$ cat config.mk
export PLATFORM = sky130hd
export DESIGN_NAME = order_filter_top
export DESIGN_NICKNAME = d
export VERILOG_FILES = /design/src/source/order_pkg.sv /design/src/source/counting_filter.sv /design/src/source/tag_table.sv /design/src/source/order_tracker.sv /design/src/source/order_csr.sv /design/src/source/order_filter_top.sv
export SDC_FILE = /design/constraint.sdc
export NUM_CORES = 1
export LEC_CHECK = 0
export ABC_AREA = 1
export BUFFER_PORTS_ARGS = -buffer_cell sky130_fd_sc_hd__buf_4
export CAP_MARGIN = 15
export CORE_ASPECT_RATIO = 1.25
export CORE_MARGIN = 10
export CORE_UTILIZATION = 45
export DETAILED_ROUTE_END_ITERATION = 6
export PLACE_DENSITY = 0.68
export SETUP_SLACK_MARGIN = 0.4
export SYNTH_ARGS = -nofsm -noshare
export SYNTH_HDL_FRONTEND = slang
export SYNTH_SLANG_ARGS = --single-unit
$ cat constraint.sdc
create_clock -name clk -period 3.4 [get_ports clk]
set_clock_uncertainty 0.1 [all_clocks]
set_input_delay 0.34 -clock clk [delete_from_list [all_inputs] [get_ports clk]]
set_output_delay 0.34 -clock clk [all_outputs]
set_load 0.02 [all_outputs]
$ cat src/source/order_pkg.sv
`default_nettype none

package order_pkg;

    // ================================================
    // Request side
    // ================================================

    // Byte address of a memory request
    typedef logic [31:0] addr_t;

    // Request tag, 16 tags in flight at most
    typedef logic [3:0] tag_t;

    // Request as seen on the port
    typedef struct packed {
        tag_t  tag;
        addr_t addr;
    } req_t;

    // Response only needs the tag back
    typedef struct packed {
        tag_t tag;
    } rsp_t;

    // Verdict returned one cycle after the request
    typedef struct packed {
        tag_t tag;
        logic conflict;
        logic reject;
    } verdict_t;

    // ================================================
    // Configuration and statistics
    // ================================================

    // hash_sel picks plain or XOR-folded bucket hash
    typedef struct packed {
        logic hash_sel;
        logic conflict_en;
    } cfg_t;

    // Saturating event counters
    typedef struct packed {
        logic [15:0] n_accept;
        logic [15:0] n_conflict;
        logic [15:0] n_reject;
    } stats_t;

endpackage

`default_nettype wire

$ cat src/source/counting_filter.sv
`timescale 1ns/1ns
`default_nettype none

module counting_filter
#(
    // Number of buckets, a power of two
    parameter int N_BUCKETS = 16,
    // Width of each bucket counter
    parameter int BITS_PER_BUCKET = 3
)
(
    input  logic                         clk,
    input  logic                         reset,

    // Test port, combinational in the same cycle
    input  logic [$clog2(N_BUCKETS)-1:0] test_idx,
    output logic                         test_not_full,
    output logic                         test_is_zero,

    // Insert port, counts up at the edge
    input  logic [$clog2(N_BUCKETS)-1:0] insert_idx,
    input  logic                         insert_en,

    // Remove port, counts down at the edge
    input  logic [$clog2(N_BUCKETS)-1:0] remove_idx,
    input  logic                         remove_en
);

    // One counter per bucket
    logic [BITS_PER_BUCKET-1:0] counters [N_BUCKETS];

    // Per-bucket match against the insert and remove ports
    logic [N_BUCKETS-1:0] bump_up;
    logic [N_BUCKETS-1:0] bump_down;

    // ================================================
    // Test port
    // ================================================

    // Not full means top bit clear, which leaves headroom for one more insert
    assign test_not_full = !counters[test_idx][BITS_PER_BUCKET-1];
    assign test_is_zero  = (counters[test_idx] == '0);

    // ================================================
    // Update
    // ================================================

    always_comb
    begin
        for (int b = 0; b < N_BUCKETS; b++)
        begin
            bump_up[b]   = insert_en && (int'(insert_idx) == b);
            bump_down[b] = remove_en && (int'(remove_idx) == b);
        end
    end

    for (genvar b = 0; b < N_BUCKETS; b++)
    begin : g_bucket
        // Insert and remove on the same bucket cancel out
        always_ff @(posedge clk)
        begin
            if (reset)
            begin
                counters[b] <= '0;
            end
            else
            begin
                counters[b] <= counters[b]
                               + BITS_PER_BUCKET'(bump_up[b])
                               - BITS_PER_BUCKET'(bump_down[b]);
            end
        end

        // Tracker must reject before the counter reaches its maximum
        a_no_wrap_up: assert property (@(posedge clk) disable iff (reset)
            (bump_up[b] && !bump_down[b]) |-> (counters[b] != '1))
            else $error("counting_filter: bucket %0d wraps up", b);

        // A remove must match an earlier insert to the same bucket
        a_no_wrap_down: assert property (@(posedge clk) disable iff (reset)
            (bump_down[b] && !bump_up[b]) |-> (counters[b] != '0))
            else $error("counting_filter: bucket %0d wraps down", b);
    end

endmodule

`default_nettype wire

$ cat src/source/tag_table.sv
`timescale 1ns/1ns
`default_nettype none

module tag_table
#(
    // Number of filter buckets
    parameter int N_BUCKETS = 16
)
(
    input  logic                         clk,
    input  logic                         reset,

    // Allocation from an accepted request
    input  logic                         alloc_en,
    input  order_pkg::tag_t              alloc_tag,
    input  logic [$clog2(N_BUCKETS)-1:0] alloc_bucket,

    // Free on response, bucket read back combinationally
    input  logic                         free_en,
    input  order_pkg::tag_t              free_tag,
    output logic [$clog2(N_BUCKETS)-1:0] free_bucket
);

    import order_pkg::*;

    localparam int N_TAGS = 2 ** $bits(tag_t);
    localparam int IDX_W  = $clog2(N_BUCKETS);

    // Outstanding flag per tag
    logic [N_TAGS-1:0] pending;

    // Bucket recorded at allocation
    logic [IDX_W-1:0]  bucket_mem [N_TAGS];

    assign free_bucket = bucket_mem[free_tag];

    // Free first so that an alloc of the same tag wins
    always_ff @(posedge clk)
    begin
        if (reset)
        begin
            pending <= '0;
        end
        else
        begin
            if (free_en)
                pending[free_tag] <= 1'b0;
            if (alloc_en)
                pending[alloc_tag] <= 1'b1;
        end
    end

    always_ff @(posedge clk)
    begin
        if (alloc_en)
            bucket_mem[alloc_tag] <= alloc_bucket;
    end

    // Caller reused a tag whose response has not come back
    a_alloc_pending: assert property (@(posedge clk) disable iff (reset)
        alloc_en |-> (!pending[alloc_tag] || (free_en && free_tag == alloc_tag)))
        else $error("tag_table: tag %0d allocated while pending", alloc_tag);

    // Response for a tag that was rejected or never issued
    a_free_idle: assert property (@(posedge clk) disable iff (reset)
        free_en |-> pending[free_tag])
        else $error("tag_table: tag %0d freed while not pending", free_tag);

endmodule

`default_nettype wire

$ cat src/source/order_tracker.sv
`timescale 1ns/1ns
`default_nettype none

module order_tracker
#(
    // Number of filter buckets
    parameter int N_BUCKETS = 16
)
(
    input  logic                         clk,
    input  logic                         reset,

    // Incoming request strobe
    input  logic                         req_valid,
    input  order_pkg::req_t              req,

    // Live configuration
    input  order_pkg::cfg_t              cfg,

    // Filter test port
    output logic [$clog2(N_BUCKETS)-1:0] test_idx,
    input  logic                         test_not_full,
    input  logic                         test_is_zero,

    // Filter insert port, also the tag table alloc port
    output logic [$clog2(N_BUCKETS)-1:0] insert_idx,
    output logic                         insert_en,

    // Registered verdict
    output logic                         verdict_valid,
    output order_pkg::verdict_t          verdict
);

    import order_pkg::*;

    localparam int IDX_W = $clog2(N_BUCKETS);

    // Bucket picked from the address
    logic [IDX_W-1:0] bucket;

    // Verdict formed in the request cycle
    logic     reject;
    logic     conflict;
    verdict_t verdict_next;

    // ================================================
    // Hash and test
    // ================================================

    // Low field alone, or low field folded with the next field up
    always_comb
    begin
        if (cfg.hash_sel)
            bucket = req.addr[IDX_W-1:0] ^ req.addr[2*IDX_W-1:IDX_W];
        else
            bucket = req.addr[IDX_W-1:0];
    end

    assign test_idx = bucket;

    // Counts tested here are those before this edge
    assign reject   = !test_not_full;
    assign conflict = !reject && !test_is_zero && cfg.conflict_en;

    // Only accepted requests are recorded
    assign insert_idx = bucket;
    assign insert_en  = req_valid && !reject;

    always_comb
    begin
        verdict_next          = '0;
        verdict_next.tag      = req.tag;
        verdict_next.conflict = conflict;
        verdict_next.reject   = reject;
    end

    // ================================================
    // Verdict register
    // ================================================

    // Strobe one cycle after the request
    always_ff @(posedge clk)
    begin
        if (reset)
            verdict_valid <= 1'b0;
        else
            verdict_valid <= req_valid;
    end

    // Payload only loads on a request
    always_ff @(posedge clk)
    begin
        if (req_valid)
            verdict <= verdict_next;
    end

endmodule

`default_nettype wire

$ cat src/source/order_csr.sv
`timescale 1ns/1ns
`default_nettype none

module order_csr
(
    input  logic                clk,
    input  logic                reset,

    // Configuration write strobe
    input  logic                cfg_wr,
    input  order_pkg::cfg_t     cfg_in,
    output order_pkg::cfg_t     cfg,

    // Verdicts observed from the tracker
    input  logic                verdict_valid,
    input  order_pkg::verdict_t verdict,

    // Event counters as a level
    output order_pkg::stats_t   stats
);

    import order_pkg::*;

    // Plain hash, conflicts reported
    localparam cfg_t CFG_RESET = '{hash_sel: 1'b0, conflict_en: 1'b1};

    // Counter increment, holds at all ones
    function automatic logic [15:0] sat_inc(input logic [15:0] value);
        if (value == '1)
            return value;
        return value + 16'd1;
    endfunction

    // ================================================
    // Configuration register
    // ================================================

    // Takes effect for requests on the following cycle
    always_ff @(posedge clk)
    begin
        if (reset)
            cfg <= CFG_RESET;
        else if (cfg_wr)
            cfg <= cfg_in;
    end

    // ================================================
    // Statistics
    // ================================================

    // Accepted counts every non-rejected request, conflicting or not
    always_ff @(posedge clk)
    begin
        if (reset)
        begin
            stats <= '0;
        end
        else if (verdict_valid)
        begin
            if (verdict.reject)
                stats.n_reject <= sat_inc(stats.n_reject);
            else
                stats.n_accept <= sat_inc(stats.n_accept);
            if (verdict.conflict)
                stats.n_conflict <= sat_inc(stats.n_conflict);
        end
    end

endmodule

`default_nettype wire

$ cat src/source/order_filter_top.sv
`timescale 1ns/1ns
`default_nettype none

module order_filter_top
#(
    parameter int N_BUCKETS       = 16,
    parameter int BITS_PER_BUCKET = 3
)
(
    input  logic                clk,
    input  logic                reset,

    // Caller side strobes
    input  logic                req_valid,
    input  order_pkg::req_t     req,
    input  logic                rsp_valid,
    input  order_pkg::rsp_t     rsp,

    // Configuration write
    input  logic                cfg_wr,
    input  order_pkg::cfg_t     cfg_in,

    // Results
    output logic                verdict_valid,
    output order_pkg::verdict_t verdict,
    output order_pkg::stats_t   stats
);

    import order_pkg::*;

    localparam int IDX_W = $clog2(N_BUCKETS);

    cfg_t             cfg;
    logic [IDX_W-1:0] test_idx;
    logic             test_not_full;
    logic             test_is_zero;
    logic [IDX_W-1:0] insert_idx;
    logic             insert_en;

    // Bucket of the tag being answered
    logic [IDX_W-1:0] remove_idx;

    // ================================================
    // Request path
    // ================================================

    order_tracker #(
        .N_BUCKETS     (N_BUCKETS)
    ) order_tracker_i (
        .clk           (clk),
        .reset         (reset),
        .req_valid     (req_valid),
        .req           (req),
        .cfg           (cfg),
        .test_idx      (test_idx),
        .test_not_full (test_not_full),
        .test_is_zero  (test_is_zero),
        .insert_idx    (insert_idx),
        .insert_en     (insert_en),
        .verdict_valid (verdict_valid),
        .verdict       (verdict)
    );

    counting_filter #(
        .N_BUCKETS       (N_BUCKETS),
        .BITS_PER_BUCKET (BITS_PER_BUCKET)
    ) counting_filter_i (
        .clk           (clk),
        .reset         (reset),
        .test_idx      (test_idx),
        .test_not_full (test_not_full),
        .test_is_zero  (test_is_zero),
        .insert_idx    (insert_idx),
        .insert_en     (insert_en),
        .remove_idx    (remove_idx),
        .remove_en     (rsp_valid)
    );

    // Accepted request allocates its tag in the same cycle
    tag_table #(
        .N_BUCKETS    (N_BUCKETS)
    ) tag_table_i (
        .clk          (clk),
        .reset        (reset),
        .alloc_en     (insert_en),
        .alloc_tag    (req.tag),
        .alloc_bucket (insert_idx),
        .free_en      (rsp_valid),
        .free_tag     (rsp.tag),
        .free_bucket  (remove_idx)
    );

    order_csr order_csr_i (
        .clk           (clk),
        .reset         (reset),
        .cfg_wr        (cfg_wr),
        .cfg_in        (cfg_in),
        .cfg           (cfg),
        .verdict_valid (verdict_valid),
        .verdict       (verdict),
        .stats         (stats)
    );

endmodule

`default_nettype wire

; Word level (Yosys, flattened, before mapping)
; Memory sizes are Yosys's and may differ from the RTL's.
; Cells that the tools add are included.
[op_classes]
add_sub_neg = 35
n_bitwise = 18
n_mux = 37
reduce_logical = 43
eq_ne = 36
[op_table]
columns = operator, n
row1 = 4-bit equality test (second input constant), 16
row2 = 16-bit by 1-bit adder with 16-bit output (second input constant), 3
row3 = 3-bit by 1-bit adder with 3-bit output, 16
row4 = 16-bit equality test (second input constant), 3
row5 = 16-bit 2-to-1 mux, 3
row6 = 3-bit 2-to-1 mux, 16
row7 = 3-bit by 1-bit subtractor with 3-bit output, 16
row8 = 1-bit logical AND, 35
row9 = 4-bit by 3-bit equality test with 1-bit output (second input constant), 8
row10 = 1-bit 2-to-1 mux, 17
row11 = 4-bit by 2-bit equality test with 1-bit output (second input constant), 4
row12 = 1-bit bitwise OR, 16
row13 = 3-bit AND reduction, 3
row14 = 4-bit by 1-bit equality test with 1-bit output (second input constant), 2
row15 = 4-bit zero test, 2
row16 = 2-bit inequality test (second input constant), 3
row17 = 4-bit 2-to-1 mux, 1
row18 = 4-bit XOR, 1
row19 = 3-bit zero test, 1
row20 = 1-bit zero test, 2
row21 = 1-bit inverter, 1
[word_totals]
output_inout_bits = 55
inputBits = 47
mem_count = 2
reg_bits = 57
mem_bits_rw = 112
[memory_table]
columns = memory, depth, word_bits, read_ports, rd_ports_with_merged_regs, write_ports, line_no
row1 = tag_table_i.bucket_mem, 16, 4, 1, 0, 1, tag_table.sv:33  ; logic [IDX_W-1:0] bucket_mem [N_TAGS];
row2 = counting_filter_i.counters, 16, 3, 17, 0, 16, counting_filter.sv:30  ; logic [BITS_PER_BUCKET-1:0] counters [N_BUCKETS];

; Logic depth before layout (Yosys ltp)
; An unclocked memory read counts as a cell.
[depth]
ltp_word = 9
ltp_mapped = 19
depth_no_buf = 18

; Modules after synthesis
; From an unflattened synthesis, not the netlist that was laid out.
[unflattened]
cells_unflattened = 1249
hier_area_um2 = 9545.4
[modules_own_cells]
columns = module, instances, area_per_inst_um2, cells_per_inst
row1 = order_csr, 1, 3176.8, 511
row2 = counting_filter, 1, 3125.5, 409
row3 = tag_table, 1, 2886.5, 286
row4 = order_tracker, 1, 356.6, 43

; Worst setup path before layout
; OpenSTA, ideal clock, no wires.
[synth_path]
path_type = register -> register
from = register order_csr_i.cfg[1] (netlist name)
to = memory counting_filter_i.counters[14][2]
setup_time_ns = 0.071
stages_incl_launch_ff = 15
required_ns = 3.229
path_buffers = 1
setup_slack_ns = 0.526
arrival_time_ns = 2.704
cell_sequence = dfxtp_1 > nand2_1 > xor2_2 > inv_1 > nor2_2 > nand2_1 > nand2_1 > nor2_4 > nand2_4 > buf_6 > nor2_2 > ha_1 > fa_1 > or2_2 > a21oi_1
[synth_lines]
columns = element, line_no
row1 = "end, declared", counting_filter.sv:30

==> summary.txt <==
Placed design
  • Dpl hpwl: 14900 um
  • Placed insts: 1482
  • # port buffers: 77
  • Pre-CTS setup slack: 0.133 ns
  • RePlAce Congestion: 0.841

GRT
  • First-pass GRT wire length: 33800 um
  • Largest net degree at the start of global routing: 57
  • Gr ovfl total: 0
  • Number of global-route vias before repair: 7049
  • GRT Overall Usage: 15.8%
  • Initial antenna violation count: 0

Worst hold path
  • HP Class: in2reg

Routing
  • Starting DRT DRC Count: 442
  • Drt pass-1 iters: 5
  • Routed WL: 21700 um
  • Routed Antenna Nets: 0
  • DRC viols: 0
  • Avg WL per Cell: 14.2 um
  • Vias: 7519
  • Vias per cell: 4.92

CTS
  • H-Tree Depth: 4
  • Worst-skew pair later-pin latency: 0.43 ns
  • Clock buffer depth: 2
  • Total CTS buffers: 17
  • CTS sink count: 169
  • Clock slew at reported path FFs: 0.07 ns
  • Hold Buf Count CTS: 0
  • CTS tree: built
  • Root buf cell: clkbuf_16

Floorplanning
  • Die width: 147 um
  • Starting density of the core: 45.5%
  • Core Area: 20000 um^2
  • Die Ht: 179 um
  • FP Rows: 58
  • # IOs: 102
  • Die area: 26300 um^2

Synth
  • Synth Area per Inst: 7.87 um^2
  • Area of the mapped netlist: 9080 um^2
  • Synthesized instance count: 1153
  • Distinct cells, synth: 35
  • Synth Net Count: 1251
  • Yosys warns: 0
  • Sequential share of the synthesized area: 45.0%
  • Synthesized flop and latch total: 169

Cells and area
  • Fillers: 1859
  • Nets: 1345
  • Non-filler instance count after layout: 1529
  • Layout cell share with drive strength beyond 1: 17.6%
  • Commonest non-fill, non-tap cell in the layout: nand2_1
  • Antenna cells: 0
  • Area Overhead vs Synth: 20.7%
  • Register area: 4090 um^2
  • Multi-input gate area: 4300 um^2
  • Leading cell types in the layout, fill and taps excluded: nand2_1 (273), inv_1 (182), nor2_1 (111)

Worst setup path
  • Worst EP required: 3.65 ns
  • WP data arrival: 3.15 ns
  • Worst setup EP type: flip-flop
  • Critical path class: reg2reg
  • CP Launch Type: flip-flop
  • CP Max Fanout: 8

Timing
  • Final Hold Fails: 0
  • Minimum clock period: 2.89 ns
  • Max-slew violations: 0
  • Max Clk Rate: 346 MHz
  • Final worst-path cycle share: 85.1%
  • Setup violations, final: 0
  • Setup TNS: 0 ns
  • Setup ws final: 0.506 ns
  • Unrepaired setup endpoints after global routing: yes
  • Worst Tran Pin Value: 1.08 ns
  • Max transition margin: 27.8%

Power and ir drop
  • VDD IR-drop max: 0.316 mV
  • Pwr/cell area: 443 nW/um^2
  • Pleak: 4.71 nW

Run
  • Max cap viols: 0

Run status
  • Status: completed
-- layout make-up --
class,count,area share (%)
Tap cell,270,3.08
Clock buffer,18,3.92
Timing Repair Buffer,111,8.56
Inverter,185,6.39
Clock inverter,13,1.49
Sequential cell,169,37.3
Multi-Input combinational cell,763,39.3
-- cell families (layout without fill, tap and decap cells) --
group | count (synthesis) | in the layout | share of synthesized area, %
fa+ha+maj | 51 | 51 | 8.35
xor+xnor | 32 | 32 | 3.46
flops | 169 | 169 | 45.0
simple gates | 545 | 546 | 25.6
buf+inv | 222 | 327 | 9.70
compound gates | 134 | 134 | 7.88
-- power breakdown --
| group | switching, mW | internal [mW] |
|---|---|---|
| sequential | 0.0456 | 2.19 |
| clock | 0.851 | 1.10 |
| combinational | 0.419 | 0.246 |
| total | 1.32 | 3.54 |
-- sequential cells by signal (all words and copies together) (netlist names) --
register	flops
order_tracker_i.verdict_valid	1
counting_filter_i.counters	48
order_tracker_i.verdict	6
order_csr_i.cfg	2
order_csr_i.stats	48
tag_table_i.bucket_mem	64
-- critical path, cell delays in order, from the launching register on --
cell and delay (ns):
dfxtp_4 0.40, buf_6 0.13, nand2_2 0.09, xor2_4 0.29, inv_1 0.09, nor2_2 0.13
nand2_2 0.07, nand2_2 0.08, nor2_4 0.07, nand2_4 0.15, buf_4 0.16, nor2_2 0.03
ha_1 0.18, fa_1 0.41, or2_2 0.30, a21oi_1 0.11
-- per-stage QoR --
stage          cell area (um^2)  util, %  hold WS (ns)  power, mW
3_5_place_dp              10000     50.1         0.344       2.87
5_1_grt                   11000     54.9       0.00886       5.07
3_3_place_gp              10000     50.1         0.335       2.85
2_1_floorplan              9080        -         0.323       2.68
4_1_cts                   10600     53.3        0.0101       4.83
6_report                  11000     54.9        0.0283       4.86
-- Yosys cell counts --
| library cell | n | area [um^2] |
|---|---|---|
| nand3_2 | 1 | 10.0 |
| nor4_1 | 2 | 12.5 |
| nand4_1 | 7 | 43.8 |
| o21bai_1 | 1 | 7.51 |
| buf_1 | 8 | 30.0 |
| or2_2 | 8 | 50.1 |
| edfxtp_1 | 70 | 2100 |
| nor2_4 | 1 | 11.3 |
| and3_1 | 1 | 6.26 |
| nor2_1 | 114 | 428 |
| ha_1 | 35 | 438 |
| a21oi_1 | 68 | 340 |
| fa_1 | 16 | 320 |
| dfxtp_1 | 99 | 1980 |
| xnor2_1 | 5 | 43.8 |
| xor2_1 | 24 | 210 |
| buf_2 | 8 | 40.0 |
| xor2_4 | 1 | 27.5 |
| nor2_2 | 34 | 213 |
| xor2_2 | 2 | 32.5 |
| inv_2 | 2 | 7.51 |
| nor3_1 | 15 | 75.1 |
| clkbuf_1 | 15 | 56.3 |
| nand2_4 | 1 | 11.3 |
| buf_4 | 2 | 15.0 |
| a31oi_1 | 2 | 12.5 |
| nor3_2 | 1 | 10.0 |
| o211ai_1 | 16 | 120 |
| nand2_1 | 283 | 1060 |
| nor3b_1 | 1 | 7.51 |
| o21ai_0 | 47 | 235 |
| nand3_1 | 73 | 365 |
| buf_6 | 4 | 45.0 |
| nand2_2 | 3 | 18.8 |
| inv_1 | 183 | 687 |
-- final timing paths --
kind                                         start                                to  slack (ns)  cells after the start
setup reg to reg                order_csr_i.cfg[1]  counting_filter_i.counters[3][2]        0.51                     15
hold reg to reg   counting_filter_i.counters[9][2]  counting_filter_i.counters[9][2]        0.35                      1
hold / removal                             req[32]        order_tracker_i.verdict[2]        0.03                      1
setup / recovery                order_csr_i.cfg[1]  counting_filter_i.counters[3][2]        0.51                     15
-- routing by layer --
metal / track usage, % / part of all wire, % / wire length [um]
met1: 18.2 / 41 / 8880
met2: 28.3 / 52 / 11300
met3: 3.36 / 5.3 / 1140
met4: 5.87 / 1.7 / 374
met5: 0 / 0 / 0
-- what timing repair did --
item | in CTS | in global routing
pin swaps | 0 | 7
hold endpoints to repair | 0 | 0
buffers inserted | 0 | 12
gates cloned | 0 | 4
resized for setup | 5 | 43
endpoints found under the setup margin | 15 | 14
No activity file was read; power rests on OpenSTA's default activity.
